File: src/hw/hdu_pkg.sv
/* Hazard unit shared definitions */
`default_nettype none

package hdu_pkg;

    // architectural register file
    localparam int REG_ADDR_W = 5;
    typedef logic [REG_ADDR_W-1:0] reg_addr_t;  // x0 .. x31

    // execution unit that will write back the result
    localparam int EXU_TYPE_W = 2;
    typedef logic [EXU_TYPE_W-1:0] exu_type_t;

    localparam exu_type_t EXU_ALU = 2'd0;  // single cycle integer
    localparam exu_type_t EXU_MUL = 2'd1;  // pipelined multiplier
    localparam exu_type_t EXU_DIV = 2'd2;  // iterative divider
    localparam exu_type_t EXU_CSR = 2'd3;  // csr read/modify

    // in-flight long write tracking
    localparam int DEF_NUM_SLOTS = 8;

endpackage

`default_nettype wire

File: src/hw/hdu_scoreboard.sv
/* Long-latency write scoreboard */
`timescale 1ns/100ps
`default_nettype none

module hdu_scoreboard #(
    parameter int NUM_SLOTS = hdu_pkg::DEF_NUM_SLOTS
) (
    input  logic                                   clk,
    input  logic                                   rst_n,

    // fills from the issue stage
    input  logic                                   wr1_en_i,
    input  logic [$clog2(NUM_SLOTS)-1:0]           wr1_id_i,
    input  hdu_pkg::reg_addr_t                     wr1_rd_i,
    input  hdu_pkg::exu_type_t                     wr1_type_i,
    input  logic                                   wr2_en_i,
    input  logic [$clog2(NUM_SLOTS)-1:0]           wr2_id_i,
    input  hdu_pkg::reg_addr_t                     wr2_rd_i,
    input  hdu_pkg::exu_type_t                     wr2_type_i,

    // clears from writeback
    input  logic                                   cmt1_valid_i,
    input  logic [$clog2(NUM_SLOTS)-1:0]           cmt1_id_i,
    input  logic                                   cmt2_valid_i,
    input  logic [$clog2(NUM_SLOTS)-1:0]           cmt2_id_i,

    output logic [NUM_SLOTS-1:0]                   slot_valid_o,
    output hdu_pkg::reg_addr_t [NUM_SLOTS-1:0]     slot_rd_o,
    output hdu_pkg::exu_type_t [NUM_SLOTS-1:0]     slot_type_o,
    output logic                                   busy_o
);

    import hdu_pkg::*;

    logic [NUM_SLOTS-1:0]      valid_q;
    logic [NUM_SLOTS-1:0]      valid_nxt;
    reg_addr_t [NUM_SLOTS-1:0] rd_q;    // destination of the pending write
    exu_type_t [NUM_SLOTS-1:0] type_q;  // unit that owns the write

    // commits clear first, issue fills land on top
    always_comb begin
        valid_nxt = valid_q;
        if (cmt1_valid_i) valid_nxt[cmt1_id_i] = 1'b0;
        if (cmt2_valid_i) valid_nxt[cmt2_id_i] = 1'b0;
        if (wr1_en_i)     valid_nxt[wr1_id_i]  = 1'b1;
        if (wr2_en_i)     valid_nxt[wr2_id_i]  = 1'b1;
    end

    always_ff @(posedge clk or negedge rst_n) begin
        if (!rst_n) begin
            valid_q <= '0;
        end else begin
            valid_q <= valid_nxt;
        end
    end

    // entry payload, only meaningful while the valid bit is set
    always_ff @(posedge clk) begin
        if (wr1_en_i) begin
            rd_q[wr1_id_i]   <= wr1_rd_i;
            type_q[wr1_id_i] <= wr1_type_i;
        end
        if (wr2_en_i) begin
            rd_q[wr2_id_i]   <= wr2_rd_i;
            type_q[wr2_id_i] <= wr2_type_i;
        end
    end

    assign slot_valid_o = valid_q;
    assign slot_rd_o    = rd_q;
    assign slot_type_o  = type_q;
    assign busy_o       = |valid_q;  // any long write still in flight

endmodule

`default_nettype wire

File: src/hw/hdu_slot_alloc.sv
/* Lowest free slot finder */
`timescale 1ns/100ps
`default_nettype none

module hdu_slot_alloc #(
    parameter int NUM_SLOTS = hdu_pkg::DEF_NUM_SLOTS
) (
    input  logic [NUM_SLOTS-1:0]         slot_valid_i,
    output logic [$clog2(NUM_SLOTS)-1:0] free_id1_o,
    output logic [$clog2(NUM_SLOTS)-1:0] free_id2_o,
    output logic                         two_free_o
);

    localparam int ID_W = $clog2(NUM_SLOTS);

    logic            found1;
    logic            found2;
    logic [ID_W-1:0] id1;
    logic [ID_W-1:0] id2;

    // single upward scan, first hit is id1, next hit is id2
    always_comb begin
        found1 = 1'b0;
        found2 = 1'b0;
        id1    = '0;
        id2    = '0;
        for (int i = 0; i < NUM_SLOTS; i++) begin
            if (!slot_valid_i[i]) begin
                if (!found1) begin
                    id1    = ID_W'(i);
                    found1 = 1'b1;
                end else if (!found2) begin
                    id2    = ID_W'(i);
                    found2 = 1'b1;
                end
            end
        end
    end

    assign free_id1_o = id1;
    assign free_id2_o = id2;
    assign two_free_o = found2;  // a second hit implies a first

endmodule

`default_nettype wire

File: src/hw/hdu_hazard_check.sv
/* RAW and WAW hazard detection */
`timescale 1ns/100ps
`default_nettype none

module hdu_hazard_check #(
    parameter int NUM_SLOTS = hdu_pkg::DEF_NUM_SLOTS
) (
    // first instruction of the pair
    input  logic                               inst1_valid_i,
    input  hdu_pkg::reg_addr_t                 inst1_rd_i,
    input  hdu_pkg::reg_addr_t                 inst1_rs1_i,
    input  hdu_pkg::reg_addr_t                 inst1_rs2_i,
    input  logic                               inst1_rd_we_i,
    input  hdu_pkg::exu_type_t                 inst1_type_i,

    // second instruction of the pair
    input  logic                               inst2_valid_i,
    input  hdu_pkg::reg_addr_t                 inst2_rd_i,
    input  hdu_pkg::reg_addr_t                 inst2_rs1_i,
    input  hdu_pkg::reg_addr_t                 inst2_rs2_i,
    input  logic                               inst2_rd_we_i,
    input  hdu_pkg::exu_type_t                 inst2_type_i,

    // scoreboard state and this cycle's commits
    input  logic [NUM_SLOTS-1:0]               slot_valid_i,
    input  hdu_pkg::reg_addr_t [NUM_SLOTS-1:0] slot_rd_i,
    input  hdu_pkg::exu_type_t [NUM_SLOTS-1:0] slot_type_i,
    input  logic                               cmt1_valid_i,
    input  logic [$clog2(NUM_SLOTS)-1:0]       cmt1_id_i,
    input  logic                               cmt2_valid_i,
    input  logic [$clog2(NUM_SLOTS)-1:0]       cmt2_id_i,

    output logic                               inst1_sb_hz_o,
    output logic                               inst2_sb_hz_o,
    output logic                               inst2_dep_o,
    output logic                               inst1_writes_o,
    output logic                               inst2_writes_o
);

    import hdu_pkg::*;

    localparam int ID_W = $clog2(NUM_SLOTS);

    logic [NUM_SLOTS-1:0] slot_live;  // occupied and not retiring now
    logic [NUM_SLOTS-1:0] inst1_raw;
    logic [NUM_SLOTS-1:0] inst1_waw;
    logic [NUM_SLOTS-1:0] inst2_raw;
    logic [NUM_SLOTS-1:0] inst2_waw;

    // source checks, x0 never creates a dependency
    logic inst1_rs1_chk;
    logic inst1_rs2_chk;
    logic inst2_rs1_chk;
    logic inst2_rs2_chk;

    function automatic logic [NUM_SLOTS-1:0] raw_vec(
        input logic [NUM_SLOTS-1:0]      live,
        input reg_addr_t [NUM_SLOTS-1:0] srd,
        input logic                      rs1_chk,
        input reg_addr_t                 rs1,
        input logic                      rs2_chk,
        input reg_addr_t                 rs2
    );
        logic [NUM_SLOTS-1:0] m;
        for (int s = 0; s < NUM_SLOTS; s++) begin
            m[s] = live[s] && ((rs1_chk && rs1 == srd[s]) || (rs2_chk && rs2 == srd[s]));
        end
        return m;
    endfunction

    // same destination only matters across different units
    function automatic logic [NUM_SLOTS-1:0] waw_vec(
        input logic [NUM_SLOTS-1:0]      live,
        input reg_addr_t [NUM_SLOTS-1:0] srd,
        input exu_type_t [NUM_SLOTS-1:0] styp,
        input logic                      writes,
        input reg_addr_t                 rd,
        input exu_type_t                 typ
    );
        logic [NUM_SLOTS-1:0] m;
        for (int s = 0; s < NUM_SLOTS; s++) begin
            m[s] = live[s] && writes && (rd == srd[s]) && (typ != styp[s]);
        end
        return m;
    endfunction

    for (genvar s = 0; s < NUM_SLOTS; s++) begin : g_live
        assign slot_live[s] = slot_valid_i[s]
                            && !(cmt1_valid_i && cmt1_id_i == ID_W'(s))
                            && !(cmt2_valid_i && cmt2_id_i == ID_W'(s));
    end

    assign inst1_rs1_chk  = inst1_valid_i && (inst1_rs1_i != '0);
    assign inst1_rs2_chk  = inst1_valid_i && (inst1_rs2_i != '0);
    assign inst2_rs1_chk  = inst2_valid_i && (inst2_rs1_i != '0);
    assign inst2_rs2_chk  = inst2_valid_i && (inst2_rs2_i != '0);
    assign inst1_writes_o = inst1_valid_i && inst1_rd_we_i && (inst1_rd_i != '0);
    assign inst2_writes_o = inst2_valid_i && inst2_rd_we_i && (inst2_rd_i != '0);

    assign inst1_raw = raw_vec(slot_live, slot_rd_i, inst1_rs1_chk, inst1_rs1_i,
                               inst1_rs2_chk, inst1_rs2_i);
    assign inst2_raw = raw_vec(slot_live, slot_rd_i, inst2_rs1_chk, inst2_rs1_i,
                               inst2_rs2_chk, inst2_rs2_i);
    assign inst1_waw = waw_vec(slot_live, slot_rd_i, slot_type_i, inst1_writes_o,
                               inst1_rd_i, inst1_type_i);
    assign inst2_waw = waw_vec(slot_live, slot_rd_i, slot_type_i, inst2_writes_o,
                               inst2_rd_i, inst2_type_i);

    assign inst1_sb_hz_o = |(inst1_raw | inst1_waw);
    assign inst2_sb_hz_o = |(inst2_raw | inst2_waw);

    // inst2 reads or rewrites what inst1 produces
    assign inst2_dep_o = inst1_writes_o && ((inst2_rs1_chk && inst2_rs1_i == inst1_rd_i)
                                         || (inst2_rs2_chk && inst2_rs2_i == inst1_rd_i)
                                         || (inst2_writes_o && inst2_rd_i == inst1_rd_i));

endmodule

`default_nettype wire

File: src/hw/hdu_issue_ctrl.sv
/* Dual issue decision */
`timescale 1ns/100ps
`default_nettype none

module hdu_issue_ctrl (
    input  logic       two_free_i,
    input  logic       irq_req_i,
    input  logic       inst1_jump_i,
    input  logic       inst1_branch_i,
    input  logic       inst1_sb_hz_i,
    input  logic       inst2_sb_hz_i,
    input  logic       inst2_dep_i,
    output logic [1:0] issue_o  // bit0 inst1, bit1 inst2
);

    localparam logic [1:0] ISSUE_NONE = 2'b00;
    localparam logic [1:0] ISSUE_ONE  = 2'b01;
    localparam logic [1:0] ISSUE_BOTH = 2'b11;

    always_comb begin
        if (!two_free_i) begin
            issue_o = ISSUE_NONE;  // no room for a pair of ids
        end else if (irq_req_i) begin
            issue_o = ISSUE_NONE;  // let the interrupt take the pipe
        end else if (inst1_sb_hz_i) begin
            issue_o = ISSUE_NONE;
        end else if (inst1_jump_i || inst1_branch_i) begin
            // control flow goes alone
            issue_o = ISSUE_ONE;
        end else if (inst2_sb_hz_i || inst2_dep_i) begin
            issue_o = ISSUE_ONE;   // inst2 waits for the next cycle
        end else begin
            issue_o = ISSUE_BOTH;
        end
    end

endmodule

`default_nettype wire

File: src/hw/hdu_top.sv
/* Dual issue hazard detection unit */
`timescale 1ns/100ps
`default_nettype none

module hdu_top #(
    parameter int NUM_SLOTS = hdu_pkg::DEF_NUM_SLOTS
) (
    input  logic                         clk,
    input  logic                         rst_n,

    input  logic                         inst1_valid_i,
    input  hdu_pkg::reg_addr_t           inst1_rd_i,
    input  hdu_pkg::reg_addr_t           inst1_rs1_i,
    input  hdu_pkg::reg_addr_t           inst1_rs2_i,
    input  logic                         inst1_rd_we_i,
    input  hdu_pkg::exu_type_t           inst1_exu_type_i,

    input  logic                         inst2_valid_i,
    input  hdu_pkg::reg_addr_t           inst2_rd_i,
    input  hdu_pkg::reg_addr_t           inst2_rs1_i,
    input  hdu_pkg::reg_addr_t           inst2_rs2_i,
    input  logic                         inst2_rd_we_i,
    input  hdu_pkg::exu_type_t           inst2_exu_type_i,

    // writeback of finished long writes
    input  logic                         commit1_valid_i,
    input  logic [$clog2(NUM_SLOTS)-1:0] commit1_id_i,
    input  logic                         commit2_valid_i,
    input  logic [$clog2(NUM_SLOTS)-1:0] commit2_id_i,

    input  logic                         inst1_jump_i,
    input  logic                         inst1_branch_i,
    input  logic                         irq_req_i,

    output logic [1:0]                   issue_o,
    output logic [$clog2(NUM_SLOTS)-1:0] inst1_commit_id_o,
    output logic [$clog2(NUM_SLOTS)-1:0] inst2_commit_id_o,
    output logic                         long_busy_o
);

    import hdu_pkg::*;

    localparam int ID_W = $clog2(NUM_SLOTS);

    logic [NUM_SLOTS-1:0]      slot_valid;
    reg_addr_t [NUM_SLOTS-1:0] slot_rd;
    exu_type_t [NUM_SLOTS-1:0] slot_type;
    logic [ID_W-1:0]           free_id1;
    logic [ID_W-1:0]           free_id2;
    logic                      two_free;
    logic                      hz1_sb;
    logic                      hz2_sb;
    logic                      hz2_on_1;
    logic                      inst1_writes;
    logic                      inst2_writes;
    logic                      wr1_en;
    logic                      wr2_en;

    hdu_scoreboard #(.NUM_SLOTS(NUM_SLOTS)) u_scoreboard (
        .clk          (clk),
        .rst_n        (rst_n),
        .wr1_en_i     (wr1_en),
        .wr1_id_i     (inst1_commit_id_o),
        .wr1_rd_i     (inst1_rd_i),
        .wr1_type_i   (inst1_exu_type_i),
        .wr2_en_i     (wr2_en),
        .wr2_id_i     (inst2_commit_id_o),
        .wr2_rd_i     (inst2_rd_i),
        .wr2_type_i   (inst2_exu_type_i),
        .cmt1_valid_i (commit1_valid_i),
        .cmt1_id_i    (commit1_id_i),
        .cmt2_valid_i (commit2_valid_i),
        .cmt2_id_i    (commit2_id_i),
        .slot_valid_o (slot_valid),
        .slot_rd_o    (slot_rd),
        .slot_type_o  (slot_type),
        .busy_o       (long_busy_o)
    );

    hdu_slot_alloc #(.NUM_SLOTS(NUM_SLOTS)) u_slot_alloc (
        .slot_valid_i (slot_valid),
        .free_id1_o   (free_id1),
        .free_id2_o   (free_id2),
        .two_free_o   (two_free)
    );

    hdu_hazard_check #(.NUM_SLOTS(NUM_SLOTS)) u_hazard_check (
        .inst1_valid_i  (inst1_valid_i),
        .inst1_rd_i     (inst1_rd_i),
        .inst1_rs1_i    (inst1_rs1_i),
        .inst1_rs2_i    (inst1_rs2_i),
        .inst1_rd_we_i  (inst1_rd_we_i),
        .inst1_type_i   (inst1_exu_type_i),
        .inst2_valid_i  (inst2_valid_i),
        .inst2_rd_i     (inst2_rd_i),
        .inst2_rs1_i    (inst2_rs1_i),
        .inst2_rs2_i    (inst2_rs2_i),
        .inst2_rd_we_i  (inst2_rd_we_i),
        .inst2_type_i   (inst2_exu_type_i),
        .slot_valid_i   (slot_valid),
        .slot_rd_i      (slot_rd),
        .slot_type_i    (slot_type),
        .cmt1_valid_i   (commit1_valid_i),
        .cmt1_id_i      (commit1_id_i),
        .cmt2_valid_i   (commit2_valid_i),
        .cmt2_id_i      (commit2_id_i),
        .inst1_sb_hz_o  (hz1_sb),
        .inst2_sb_hz_o  (hz2_sb),
        .inst2_dep_o    (hz2_on_1),
        .inst1_writes_o (inst1_writes),
        .inst2_writes_o (inst2_writes)
    );

    hdu_issue_ctrl u_issue_ctrl (
        .two_free_i     (two_free),
        .irq_req_i      (irq_req_i),
        .inst1_jump_i   (inst1_jump_i),
        .inst1_branch_i (inst1_branch_i),
        .inst1_sb_hz_i  (hz1_sb),
        .inst2_sb_hz_i  (hz2_sb),
        .inst2_dep_i    (hz2_on_1),
        .issue_o        (issue_o)
    );

    // ids only leave for instructions that actually issue
    assign inst1_commit_id_o = (issue_o[0] && inst1_valid_i) ? free_id1 : '0;
    assign inst2_commit_id_o = (issue_o[1] && inst2_valid_i) ? free_id2 : '0;

    // only issued writers occupy their slot
    assign wr1_en = inst1_writes && issue_o[0];
    assign wr2_en = inst2_writes && issue_o[1];

endmodule

`default_nettype wire

File: config.mk
export PLATFORM = sky130hd
export DESIGN_NAME = hdu_top
export DESIGN_NICKNAME = d
export VERILOG_FILES = /design/src/hw/hdu_pkg.sv /design/src/hw/hdu_scoreboard.sv /design/src/hw/hdu_slot_alloc.sv /design/src/hw/hdu_hazard_check.sv /design/src/hw/hdu_issue_ctrl.sv /design/src/hw/hdu_top.sv
export SDC_FILE = /design/constraint.sdc
export NUM_CORES = 1
export LEC_CHECK = 0
export ABC_AREA = 1
export BUFFER_PORTS_ARGS = -buffer_cell sky130_fd_sc_hd__buf_2
export CAP_MARGIN = 20
export CORE_UTILIZATION = 44
export CTS_CLUSTER_DIAMETER = 60
export DETAILED_ROUTE_END_ITERATION = 10
export HOLD_SLACK_MARGIN = 0.03
export PLACE_DENSITY_LB_ADDON = 0.12
export SETUP_SLACK_MARGIN = 0.1
export SKIP_LAST_GASP = 1
export SYNTH_ARGS = -nofsm -noshare
export SYNTH_HDL_FRONTEND = slang
export SYNTH_HIERARCHICAL = 1
export SYNTH_SLANG_ARGS = --single-unit
File: constraint.sdc
create_clock -name clk -period 5.3 [get_ports clk]
set_input_delay 0.265 -clock clk [delete_from_list [all_inputs] [get_ports clk]]
set_output_delay 0.265 -clock clk [all_outputs]
set_load 0.03 [all_outputs]
==> results of run 1 <==
through the flow:
step           hold WS, ns  total power, mW  std cells  worst slack [ns]  area (µm²)
2_1_floorplan      -0.0306             1.21       1531              2.00        8660
3_3_place_gp         0.126             1.36       1763              1.37        8670
3_5_place_dp         0.122             1.37       1763              1.39        8670
4_1_cts              0.294             1.97       1780              1.45        8970
5_1_grt              0.341             2.08       1780             0.996        8970
6_report             0.307             1.98       1780              1.32        8970
per-layer routing:
metal | GRT usage (%) | wire (µm)
met2 | 51.1 | 14600
met4 | 12.9 | 1040
met1 | 44.1 | 14200
met5 | 0 | 0
met3 | 4.41 | 2680
synthesized netlist by cell type, types with 7 or more instances:
library cell | n | area, µm²
nand4_1 | 14 | 87.6
inv_1 | 159 | 597
buf_4 | 21 | 158
nor3_1 | 7 | 35.0
dfrtp_1 | 8 | 200
nand2_1 | 575 | 2160
xor2_1 | 113 | 990
inv_2 | 24 | 90.1
buf_6 | 21 | 236
o221a_2 | 8 | 90.1
nand3_1 | 205 | 1030
a21oi_1 | 13 | 65.1
buf_2 | 37 | 185
buf_1 | 7 | 26.3
nor2_1 | 132 | 495
dfxtp_1 | 56 | 1120
xnor2_1 | 91 | 797
nor2_2 | 13 | 81.3
worst reg2reg max path, delay by kind of cell (launching register included):
family        cells  cell delay [ns]
buf+inv           3             1.00
flops             1             0.57
simple gates     19             2.38
worst min-delay path by stage:
stage | startpoint | end | slack, ns | cells after the start
2_1_floorplan | rst_n | u_scoreboard/slot_valid_o[0] | -0.03 | 0
3_3_place_gp | rst_n | u_scoreboard/slot_valid_o[4] | 0.13 | 1
3_5_place_dp | rst_n | u_scoreboard/slot_valid_o[4] | 0.12 | 1
4_1_cts | rst_n | u_scoreboard/slot_valid_o[6] | 0.29 | 2
5_1_grt | rst_n | u_scoreboard/slot_valid_o[6] | 0.34 | 2
6_report | rst_n | u_scoreboard/slot_valid_o[0] | 0.31 | 2
cell families after synthesis:
family	Yosys count	share of synthesized area, %
xor+xnor	204	20.6
buf+inv	272	15.1
fa+ha+maj	5	0.723
compound gates	29	2.40
flops	64	15.3
simple gates	957	45.9
cell type report:
type / instances / area share, %
Inverter: 184 / 7.70
Timing Repair Buffer: 61 / 3.49
Sequential cell: 64 / 14.7
Clock buffer: 13 / 2.79
Clock inverter: 3 / 0.474
Multi-Input combinational cell: 1195 / 67.2
Tap cell: 260 / 3.62
registers in the layout, summed over array words and instances, names as in the netlist:
name and cells:
u_scoreboard/slot_type_o 16, u_scoreboard/slot_rd_o 40, u_scoreboard/slot_valid_o 8
power by group:
group,leakage [nW],total [mW],switching (mW),internal (mW)
Clock,0.140,0.596,0.220,0.376
Sequential,0.567,0.682,0.149,0.533
Combinational,4.25,0.698,0.422,0.275
==> impl_metrics.xml, run 1 <==
<?xml version="1.0" encoding="UTF-8"?>
<metrics>
  <group name="timing">
    <metric name="setup_repair_after_global_routing_missed_its_margin" unit="">no</metric>
    <metric name="setup_total_negative_slack" unit="ns">0</metric>
    <metric name="max_freq" unit="MHz">251</metric>
    <metric name="tightest_slew" unit="ns">0.834</metric>
    <metric name="fin_skew" unit="ns">0.00583</metric>
    <metric name="timing_hold_violations_final" unit="">0</metric>
    <metric name="relSlewSlack" unit="%">44.4</metric>
    <metric name="fin_crit" unit="ns">3.98</metric>
    <metric name="final-max-slew-violation-count" unit="">0</metric>
    <metric name="period_share" unit="%">75.0</metric>
    <metric name="report.final.setup_viol" unit="">0</metric>
  </group>
  <group name="final_layout">
    <metric name="antenna_cells" unit="">0</metric>
    <metric name="ratio_of_cells_with_drive_above_1_in_the_final_layout" unit="%">8.42</metric>
    <metric name="area.sequential" unit="µm²">1320</metric>
    <metric name="syn2layout_area_growth" unit="%">3.66</metric>
    <metric name="most-common-layout-cells" unit="">nand2_1, nand3_1, inv_1</metric>
    <metric name="multi_input_area" unit="µm²">6030</metric>
    <metric name="post-route-util" unit="%">47.2</metric>
    <metric name="nFillCells" unit="">2155</metric>
    <metric name="mostFrequentLayoutCell" unit="">nand2_1</metric>
    <metric name="nets" unit="">1571</metric>
  </group>
  <group name="yosys">
    <metric name="syn-cell-area" unit="µm²">8660</metric>
    <metric name="synth_nets" unit="">1587</metric>
    <metric name="synth_edf_count" unit="">0</metric>
    <metric name="synthFlopType" unit="">dfxtp_1</metric>
    <metric name="synthDistinctLibCells" unit="">33</metric>
    <metric name="synth_cells" unit="">1531</metric>
    <metric name="yosysSeqAreaShare" unit="%">15.3</metric>
    <metric name="synth_async_sr_flop_share" unit="%">12.5</metric>
    <metric name="postSynthAreaPerCell" unit="µm²">5.66</metric>
    <metric name="ys.warnings.count" unit="">6</metric>
    <metric name="postSynthRegisterBits" unit="">64</metric>
  </group>
  <group name="floorplanning">
    <metric name="fp.dieArea" unit="µm²">20200</metric>
    <metric name="floorplan.die.width" unit="µm">142</metric>
    <metric name="standard_cell_core_area" unit="µm²">19000</metric>
    <metric name="die_y" unit="µm">142</metric>
    <metric name="placement_rows" unit="">50</metric>
    <metric name="ioPinCount" unit="">60</metric>
    <metric name="initial_core_util" unit="%">45.5</metric>
  </group>
  <group name="clocking">
    <metric name="clock_insertion_delay_worst_skew" unit="ns">0.34</metric>
    <metric name="cts_num_sinks" unit="">64</metric>
    <metric name="cts_made_buffers" unit="">9</metric>
    <metric name="path_clk_slew" unit="ns">0.05</metric>
    <metric name="cts.repair_timing.setup_buffer_count" unit="">0</metric>
    <metric name="clk_root_buffer_cell" unit="">clkbuf_16</metric>
    <metric name="tritoncts" unit="">built</metric>
    <metric name="clock_tree.htree_level_count" unit="">3</metric>
    <metric name="cts_resized" unit="">0</metric>
    <metric name="ctsLongestPathBuffers" unit="">2</metric>
    <metric name="hold_buffers" unit="">1</metric>
  </group>
  <group name="routing">
    <metric name="wl" unit="µm">32600</metric>
    <metric name="ant_nets" unit="">0</metric>
    <metric name="route.detailed.vias_per_inst" unit="">5.31</metric>
    <metric name="drt_pass_1_iters" unit="">6</metric>
    <metric name="drt_drc_violations_left" unit="">0</metric>
    <metric name="drt-initial-drc-count" unit="">1047</metric>
    <metric name="wl_per_cell" unit="µm">18.3</metric>
    <metric name="route.vias.total" unit="">9449</metric>
  </group>
  <group name="critical_path">
    <metric name="r2r_start" unit="">u_scoreboard/slot_rd_o[24]</metric>
    <metric name="critPathMaxStageDelay" unit="ns">0.62</metric>
    <metric name="rrSetupSlack" unit="ns">1.32</metric>
    <metric name="critical_path_depth" unit="">22</metric>
    <metric name="worst-endpoint-arrival" unit="ns">4.26</metric>
    <metric name="worst_ep_required_time" unit="ns">5.59</metric>
    <metric name="critical_path.endpoint" unit="">u_scoreboard/slot_rd_o[8]</metric>
    <metric name="dominant_cell_type_by_count_on_the_critical_path" unit="">nand2_1</metric>
    <metric name="timing.critical_path.slowest_stage_cell" unit="">inv_1</metric>
    <metric name="crit-reg2reg-capture" unit="">u_scoreboard/slot_rd_o[8]</metric>
    <metric name="timing.reg2reg.worst_path_depth" unit="">22</metric>
    <metric name="setup.worst_path.end_class" unit="">register</metric>
    <metric name="path_max_fanout" unit="">25</metric>
    <metric name="worst_setup_path_startpoint" unit="">u_scoreboard/slot_rd_o[24]</metric>
    <metric name="cpLargestDelayFamily" unit="">simple AND/OR/NAND/NOR gates</metric>
    <metric name="critical_path.n_buffers_inverters" unit="">3</metric>
    <metric name="path_cells" unit="">inv_1 -&gt; nand2_1 -&gt; nand2_1 -&gt; nand3_1 -&gt; nor2_1 -&gt; nand3_1 -&gt; nand3_1 -&gt; nand2_1 -&gt; nand2_1 -&gt; nor2_1 -&gt; nand2_1 -&gt; nor2_1 -&gt; nand2_1 -&gt; inv_1 -&gt; nand2_1 -&gt; nor2_1 -&gt; nand2_1 -&gt; inv_1 -&gt; nand2_1 -&gt; nand2_1 -&gt; nand3_1 -&gt; nand2_1</metric>
    <metric name="worstSetupStartpointType" unit="">register</metric>
    <metric name="worst-setup-path-type" unit="">register to register</metric>
  </group>
  <group name="global_routing">
    <metric name="via_count_of_the_first_global_routing_pass" unit="">8347</metric>
    <metric name="antenna_violations_before_repair" unit="">0</metric>
    <metric name="grt_remaining_overflow" unit="">0</metric>
    <metric name="combined_global_route_utilization_of_all_metal_layers" unit="%">32.3</metric>
    <metric name="grt_pass1_wl" unit="µm">49000</metric>
    <metric name="maximum_number_of_pins_on_one_net_before_global_route_repair" unit="">26</metric>
  </group>
  <group name="power">
    <metric name="power.ir.vdd_worst" unit="V">0.000144</metric>
    <metric name="power.density_cell_area" unit="nW/µm²">220</metric>
    <metric name="power.leakage" unit="nW">4.95</metric>
  </group>
  <group name="place">
    <metric name="place.port_buffers" unit="">59</metric>
    <metric name="final_weighted_congestion_of_routability_driven_global_placement" unit="">0.968</metric>
    <metric name="hpwlAfterDp" unit="µm">23700</metric>
  </group>
  <group name="hold_path">
    <metric name="timing.hold.worst.class" unit="">primary input to asynchronous set/reset pin</metric>
  </group>
  <group name="status">
    <metric name="outcome" unit="">completed</metric>
  </group>
  <group name="flow_run">
    <metric name="cap_viol_max_count" unit="">0</metric>
  </group>
</metrics>
(Power assumes the default switching activity.)
==> inputs of run 2 (changes only) <==
clock period = 3.95 ns   (was 5.3 ns; I/O delays follow)
==> run 2 against run 1 <==
Net effect:
- cell area grew 2.3%
- final cell count is 1.6% higher
- core utilization grew 1.1 points
- power grew 34%
- routed wire length is 1.8% lower
- global-route usage down 0.39 points
- largest power group unchanged
- combinational power rose by 42%
- critical path type unchanged
- count of clock-buffer cells in the layout is the same
- sequential cell count unchanged
- via count shrank 0.11%
==> impl_metrics.xml, run 2 (synthesized netlist as in run 1, its figures left out) <==
<?xml version="1.0" encoding="UTF-8"?>
<metrics>
  <group name="routing">
    <metric name="route.vias.total" unit="">9439</metric>
    <metric name="drt_pass_1_iters" unit="">5</metric>
    <metric name="ant_nets" unit="">0</metric>
    <metric name="route.detailed.vias_per_inst" unit="">5.22</metric>
    <metric name="drt_drc_violations_left" unit="">0</metric>
    <metric name="drt-initial-drc-count" unit="">1055</metric>
    <metric name="wl_per_cell" unit="µm">17.7</metric>
    <metric name="wl" unit="µm">32000</metric>
  </group>
  <group name="hold_path">
    <metric name="holdPathStages" unit="">3</metric>
    <metric name="min_delay_worst_endpoint" unit="">u_scoreboard/slot_rd_o[9]</metric>
    <metric name="hp-start" unit="">inst2_rd_i[4]</metric>
    <metric name="timing.hold.worst.class" unit="">primary input to register</metric>
  </group>
  <group name="status">
    <metric name="outcome" unit="">completed</metric>
  </group>
  <group name="critical_path">
    <metric name="worst_ep_required_time" unit="ns">4.24</metric>
    <metric name="timing.reg2reg.worst_path_depth" unit="">19</metric>
    <metric name="worst_setup_path_startpoint" unit="">u_scoreboard/slot_rd_o[23]</metric>
    <metric name="worst-endpoint-arrival" unit="ns">3.85</metric>
    <metric name="rrSetupSlack" unit="ns">0.39</metric>
    <metric name="worstSetupStartpointType" unit="">register</metric>
    <metric name="crit-reg2reg-capture" unit="">u_scoreboard/slot_rd_o[17]</metric>
    <metric name="path_max_fanout" unit="">17</metric>
    <metric name="setup.worst_path.end_class" unit="">register</metric>
    <metric name="r2r_start" unit="">u_scoreboard/slot_rd_o[23]</metric>
    <metric name="worst-setup-path-type" unit="">register to register</metric>
  </group>
  <group name="final_layout">
    <metric name="syn2layout_area_growth" unit="%">6.03</metric>
    <metric name="area.sequential" unit="µm²">1320</metric>
    <metric name="design_area" unit="µm²">9180</metric>
    <metric name="instances_no_fill" unit="">1808</metric>
    <metric name="post-route-util" unit="%">48.3</metric>
    <metric name="multi_input_area" unit="µm²">6030</metric>
    <metric name="mostFrequentLayoutCell" unit="">nand2_1</metric>
    <metric name="antenna_cells" unit="">0</metric>
    <metric name="nFillCells" unit="">2152</metric>
    <metric name="most-common-layout-cells" unit="">nand2_1, nand3_1, inv_1</metric>
    <metric name="ratio_of_cells_with_drive_above_1_in_the_final_layout" unit="%">10.3</metric>
    <metric name="largest_register_ff_count" unit="">40</metric>
    <metric name="nets" unit="">1599</metric>
  </group>
  <group name="timing">
    <metric name="setup_total_negative_slack" unit="ns">0</metric>
    <metric name="relSlewSlack" unit="%">48.7</metric>
    <metric name="setup_repair_after_global_routing_missed_its_margin" unit="">no</metric>
    <metric name="fin_skew" unit="ns">0.00678</metric>
    <metric name="timing_hold_violations_final" unit="">0</metric>
    <metric name="max_freq" unit="MHz">281</metric>
    <metric name="final-max-slew-violation-count" unit="">0</metric>
    <metric name="fin_crit" unit="ns">3.56</metric>
    <metric name="period_share" unit="%">90.2</metric>
    <metric name="report.final.setup_viol" unit="">0</metric>
    <metric name="tightest_slew" unit="ns">0.766</metric>
  </group>
  <group name="power">
    <metric name="clock_network_fraction_of_design_power" unit="%">29.2</metric>
    <metric name="power.density_cell_area" unit="nW/µm²">288</metric>
    <metric name="power.leakage" unit="nW">5.10</metric>
    <metric name="power.share.combinational" unit="%">37.4</metric>
    <metric name="switching_power" unit="mW">1.07</metric>
    <metric name="power.share.sequential" unit="%">33.4</metric>
    <metric name="total_power" unit="mW">2.64</metric>
    <metric name="power.ir.vdd_worst" unit="V">0.000187</metric>
    <metric name="share_of_total_power_consumed_by_net_switching" unit="%">40.3</metric>
    <metric name="power_report.internal_total" unit="mW">1.58</metric>
  </group>
  <group name="clocking">
    <metric name="ctsLongestPathBuffers" unit="">2</metric>
    <metric name="clock_tree.htree_level_count" unit="">3</metric>
    <metric name="cts_made_buffers" unit="">9</metric>
    <metric name="clk_root_buffer_cell" unit="">clkbuf_16</metric>
    <metric name="clock_insertion_delay_worst_skew" unit="ns">0.34</metric>
    <metric name="cts_num_sinks" unit="">64</metric>
    <metric name="path_clk_slew" unit="ns">0.06</metric>
    <metric name="tritoncts" unit="">built</metric>
  </group>
  <group name="flow_run">
    <metric name="cap_viol_max_count" unit="">0</metric>
  </group>
  <group name="place">
    <metric name="hpwlAfterDp" unit="µm">24200</metric>
    <metric name="place.port_buffers" unit="">59</metric>
    <metric name="placed_area" unit="µm²">8880</metric>
    <metric name="final_weighted_congestion_of_routability_driven_global_placement" unit="">0.934</metric>
    <metric name="dp_cells" unit="">1791</metric>
  </group>
  <group name="floorplanning">
    <metric name="die_y" unit="µm">142</metric>
    <metric name="ioPinCount" unit="">60</metric>
    <metric name="floorplan.die.width" unit="µm">142</metric>
    <metric name="fp.dieArea" unit="µm²">20200</metric>
    <metric name="standard_cell_core_area" unit="µm²">19000</metric>
    <metric name="initial_core_util" unit="%">45.5</metric>
    <metric name="placement_rows" unit="">50</metric>
  </group>
  <group name="global_routing">
    <metric name="maximum_number_of_pins_on_one_net_before_global_route_repair" unit="">30</metric>
    <metric name="grt_pass1_wl" unit="µm">48300</metric>
    <metric name="antenna_violations_before_repair" unit="">0</metric>
    <metric name="combined_global_route_utilization_of_all_metal_layers" unit="%">31.9</metric>
    <metric name="grt_remaining_overflow" unit="">0</metric>
    <metric name="via_count_of_the_first_global_routing_pass" unit="">8239</metric>
  </group>
</metrics>
run 2: changes by cell type in the layout (fill, tap and decap cells not counted):
cell | previous run | this run
buf_4 | 1 | 29
bufinv_16 | 1 | 0
clkbuf_1 | 3 | 1
clkbuf_8 | 1 | 3
clkinv_2 | 1 | 3
clkinvlp_4 | 1 | 0
nor2_1 | 132 | 131
nor2_2 | 13 | 14
run 2: metal layers:
metal / vias up / wire length, µm / track usage (%)
met3: 46 / 2710 / 5.79
met2: 422 / 14500 / 51.3
li1: 4675 / - / -
met5: - / 0 / 0
met4: 0 / 723 / 10.6
met1: 4296 / 14100 / 42.8
run 2: how the worst max path moves through the flow:
stage                                       to
floorplan           u_scoreboard/slot_rd_o[35]
global placement    u_scoreboard/slot_rd_o[17]
detailed placement  u_scoreboard/slot_rd_o[15]
CTS                 u_scoreboard/slot_rd_o[15]
global route        u_scoreboard/slot_rd_o[16]
finish              u_scoreboard/slot_rd_o[17]
run 2: power groups by stage:
stage	Clock, mW	Sequential [mW]	Combinational, mW
2_1_floorplan	0	0.766	0.855
3_3_place_gp	0	0.895	0.957
3_5_place_dp	0	0.894	0.965
4_1_cts	0.785	0.880	0.971
5_1_grt	0.808	0.895	1.10
6_report	0.773	0.882	0.989
run 2: repair_timing:
action / CTS / global route
resized for setup: 0 / 1
buffers inserted: 0 / 0
setup endpoints to repair: 0 / 12
hold endpoints to repair: 8 / 0
hold buffers: 1 / 0
run 2: final cells by class:
cell class / count / share of cell area, %
inverters: 184 / 7.52
clock buffers: 13 / 2.94
well taps: 260 / 3.54
multi-input cells: 1195 / 65.7
clock inverters: 3 / 0.164
repair buffers: 89 / 5.70
flip-flops and latches: 64 / 14.4
run 2: critical path, cell delays in order, from the launching register on:
cell and delay (ns):
dfxtp_1 0.64, xor2_1 0.33, a21oi_1 0.16, nand3_1 0.12, nand3_1 0.09, nand2_1 0.07, nand2_1 0.05, nor2_1 0.11
nand2_1 0.07, nor2_1 0.11, nand2_1 0.07, inv_1 0.13, nand2_1 0.19, nor2_2 0.30, inv_1 0.12, nor2_4 0.36
nand2_1 0.32, nand2_1 0.12, nand3_1 0.08, nand2_1 0.07
run 2: through the flow:
step / hold WS (ns) / worst slack, ns
6_report: 0.211 / 0.387
5_1_grt: 0.221 / 0.195
4_1_cts: 0.196 / 0.396
3_5_place_dp: 0.0561 / 0.437
3_3_place_gp: 0.0566 / 0.382
2_1_floorplan: -0.0981 / 0.646
==> inputs of run 3 (changes only) <==
CORE_UTILIZATION = 40   (was 44)
==> run 3 against run 2 <==
Net effect:
- sequential power increased by 0.5%
- highest routed layer unchanged
- core utilization decreased by 4.6 points
- clock power increased by 3.9%
- non-clock buffer count increased by 1
- worst setup slack improved by 0.17 ns
- sequential cell count unchanged
- power increased by 1.9%
- worst hold slack improved by 0.013 ns
- cell area increased by 0.60%
==> impl_metrics.xml, run 3 (synthesized netlist as in run 1, its figures left out) <==
<?xml version="1.0" encoding="UTF-8"?>
<metrics>
  <group name="status">
    <metric name="outcome" unit="">completed</metric>
  </group>
  <group name="critical_path">
    <metric name="crit-reg2reg-capture" unit="">u_scoreboard/slot_type_o[14]</metric>
    <metric name="worstSetupStartpointType" unit="">register</metric>
    <metric name="setup.worst_path.end_class" unit="">register</metric>
    <metric name="worst_setup_path_startpoint" unit="">u_scoreboard/slot_rd_o[23]</metric>
    <metric name="path_max_fanout" unit="">8</metric>
    <metric name="worst-endpoint-arrival" unit="ns">3.62</metric>
    <metric name="timing.reg2reg.worst_path_depth" unit="">22</metric>
    <metric name="worst_ep_required_time" unit="ns">4.18</metric>
    <metric name="worst-setup-path-type" unit="">register to register</metric>
    <metric name="rrSetupSlack" unit="ns">0.56</metric>
    <metric name="r2r_start" unit="">u_scoreboard/slot_rd_o[23]</metric>
    <metric name="critical_path.endpoint" unit="">u_scoreboard/slot_type_o[14]</metric>
  </group>
  <group name="final_layout">
    <metric name="area.sequential" unit="µm²">1320</metric>
    <metric name="mostFrequentLayoutCell" unit="">nand2_1</metric>
    <metric name="nFillCells" unit="">2393</metric>
    <metric name="antenna_cells" unit="">0</metric>
    <metric name="most-common-layout-cells" unit="">nand2_1, nand3_1, inv_1</metric>
    <metric name="design_area" unit="µm²">9240</metric>
    <metric name="multi_input_area" unit="µm²">6040</metric>
    <metric name="post-route-util" unit="%">43.7</metric>
    <metric name="syn2layout_area_growth" unit="%">6.66</metric>
    <metric name="nets" unit="">1600</metric>
    <metric name="ratio_of_cells_with_drive_above_1_in_the_final_layout" unit="%">10.4</metric>
    <metric name="largest_register_ff_count" unit="">40</metric>
  </group>
  <group name="global_routing">
    <metric name="maximum_number_of_pins_on_one_net_before_global_route_repair" unit="">27</metric>
    <metric name="antenna_violations_before_repair" unit="">0</metric>
    <metric name="grt_remaining_overflow" unit="">0</metric>
    <metric name="combined_global_route_utilization_of_all_metal_layers" unit="%">30.5</metric>
    <metric name="via_count_of_the_first_global_routing_pass" unit="">8339</metric>
    <metric name="grt_pass1_wl" unit="µm">50600</metric>
  </group>
  <group name="timing">
    <metric name="tightest_slew" unit="ns">0.602</metric>
    <metric name="fin_crit" unit="ns">3.39</metric>
    <metric name="final-max-slew-violation-count" unit="">0</metric>
    <metric name="setup_total_negative_slack" unit="ns">0</metric>
    <metric name="relSlewSlack" unit="%">59.8</metric>
    <metric name="final.hold.worst_slack" unit="ns">0.225</metric>
    <metric name="timing_hold_violations_final" unit="">0</metric>
    <metric name="period_share" unit="%">85.8</metric>
    <metric name="setup_repair_after_global_routing_missed_its_margin" unit="">no</metric>
    <metric name="max_freq" unit="MHz">295</metric>
    <metric name="fin_skew" unit="ns">0.00652</metric>
    <metric name="report.final.setup_viol" unit="">0</metric>
  </group>
  <group name="routing">
    <metric name="drt_drc_violations_left" unit="">0</metric>
    <metric name="route.vias.total" unit="">9466</metric>
    <metric name="wl_per_cell" unit="µm">18.4</metric>
    <metric name="wl" unit="µm">33600</metric>
    <metric name="drt_pass_1_iters" unit="">6</metric>
    <metric name="drt-initial-drc-count" unit="">866</metric>
    <metric name="ant_nets" unit="">0</metric>
    <metric name="route.detailed.vias_per_inst" unit="">5.19</metric>
  </group>
  <group name="power">
    <metric name="switching_power" unit="mW">1.08</metric>
    <metric name="share_of_total_power_consumed_by_net_switching" unit="%">40.3</metric>
    <metric name="power.leakage" unit="nW">5.10</metric>
    <metric name="power_report.internal_total" unit="mW">1.61</metric>
    <metric name="total_power" unit="mW">2.70</metric>
    <metric name="clock_network_fraction_of_design_power" unit="%">29.8</metric>
    <metric name="power.share.sequential" unit="%">32.9</metric>
    <metric name="power.density_cell_area" unit="nW/µm²">292</metric>
    <metric name="power.ir.vdd_worst" unit="V">0.000158</metric>
    <metric name="power.share.combinational" unit="%">37.3</metric>
  </group>
  <group name="place">
    <metric name="final_weighted_congestion_of_routability_driven_global_placement" unit="">0.949</metric>
    <metric name="placed_area" unit="µm²">8920</metric>
    <metric name="place.port_buffers" unit="">59</metric>
    <metric name="hpwlAfterDp" unit="µm">25600</metric>
  </group>
  <group name="clocking">
    <metric name="clock_insertion_delay_worst_skew" unit="ns">0.34</metric>
    <metric name="cts_num_sinks" unit="">64</metric>
    <metric name="path_clk_slew" unit="ns">0.06</metric>
    <metric name="ctsLongestPathBuffers" unit="">2</metric>
    <metric name="cts_made_buffers" unit="">9</metric>
    <metric name="clk_root_buffer_cell" unit="">clkbuf_16</metric>
    <metric name="tritoncts" unit="">built</metric>
    <metric name="clock_tree.htree_level_count" unit="">3</metric>
    <metric name="cts.repair_timing.setup_buffer_count" unit="">0</metric>
  </group>
  <group name="hold_path">
    <metric name="holdPathStages" unit="">3</metric>
    <metric name="timing.hold.worst.class" unit="">primary input to register</metric>
  </group>
  <group name="floorplanning">
    <metric name="standard_cell_core_area" unit="µm²">21200</metric>
    <metric name="die_y" unit="µm">149</metric>
    <metric name="initial_core_util" unit="%">40.9</metric>
    <metric name="floorplan.die.width" unit="µm">149</metric>
    <metric name="ioPinCount" unit="">60</metric>
    <metric name="placement_rows" unit="">53</metric>
    <metric name="fp.dieArea" unit="µm²">22200</metric>
  </group>
  <group name="flow_run">
    <metric name="cap_viol_max_count" unit="">0</metric>
  </group>
</metrics>
-- run 3: cell count changes in the layout (fill, tap and decap cells not counted) --
cell / previous run / this run
clkbuf_1: 1 / 2
clkbuf_8: 3 / 1
nor2_2: 14 / 15
nor2_4: 2 / 3
nor2_1: 131 / 129
buf_12: 0 / 1
bufinv_16: 0 / 1
-- run 3: power by group through the flow --
stage | Sequential (mW) | Clock [mW] | Combinational [mW]
2_1_floorplan | 0.766 | 0 | 0.855
3_3_place_gp | 0.897 | 0 | 0.977
3_5_place_dp | 0.898 | 0 | 0.985
4_1_cts | 0.883 | 0.814 | 0.991
5_1_grt | 0.895 | 0.848 | 1.12
6_report | 0.886 | 0.803 | 1.01
-- run 3: through the flow --
step / cells / setup WS, ns
3_3_place_gp: 1807 / 0.388
3_5_place_dp: 1807 / 0.371
6_report: 1824 / 0.560
5_1_grt: 1824 / 0.208
2_1_floorplan: 1531 / 0.646
4_1_cts: 1824 / 0.415
-- run 3: worst max-delay path: stages (launching register included) --
cell and delay (ns):
dfxtp_1 0.51, buf_4 0.21, inv_1 0.04, nand2_1 0.06
nand2_1 0.05, nand2_1 0.06, nor2_1 0.04, nand3_1 0.16
nand3_1 0.20, nand2_1 0.11, nand2_1 0.05, nor2_1 0.10
nand2_1 0.06, nor2_1 0.08, nand2_1 0.06, nor2_1 0.19
nand2_1 0.19, nor2_2 0.26, nand2_1 0.17, nor2_4 0.25
inv_1 0.22, nand3_1 0.14, nand2_1 0.06
-- run 3: worst min-delay path by stage --
stage / from / slack, ns / end
2_1_floorplan: rst_n / -0.1 / u_scoreboard/slot_valid_o[0]
3_3_place_gp: rst_n / 0.06 / u_scoreboard/slot_valid_o[7]
3_5_place_dp: rst_n / 0.06 / u_scoreboard/slot_valid_o[7]
4_1_cts: inst2_rd_i[4] / 0.22 / u_scoreboard/slot_rd_o[4]
5_1_grt: inst2_rd_i[4] / 0.24 / u_scoreboard/slot_rd_o[4]
6_report: inst2_rd_i[4] / 0.22 / u_scoreboard/slot_rd_o[4]
-- run 3: what timing repair did --
item,in CTS,in global routing
hold buffers,1,0
hold endpoints to repair,8,0
endpoints found under the setup margin,0,8
resized for setup,0,4
-- run 3: cell type report --
| cell class | instances | share of cell area (%) |
|---|---|---|
| multi-input combinational | 1195 | 65.5 |
| tap | 275 | 3.73 |
| inverter | 184 | 7.48 |
| sequential | 64 | 14.3 |
| timing repair buffer | 90 | 5.88 |
| clock inverter | 4 | 0.488 |
| clock buffer | 12 | 2.67 |
-- run 3: metal layers --
metal	vias to the layer above	global-route usage [%]	routed length, µm
met1	4329	41.1	14900
met2	395	48.2	14900
met3	74	4.74	2640
li1	4668	-	-
met5	-	0	0
met4	0	12.4	1180
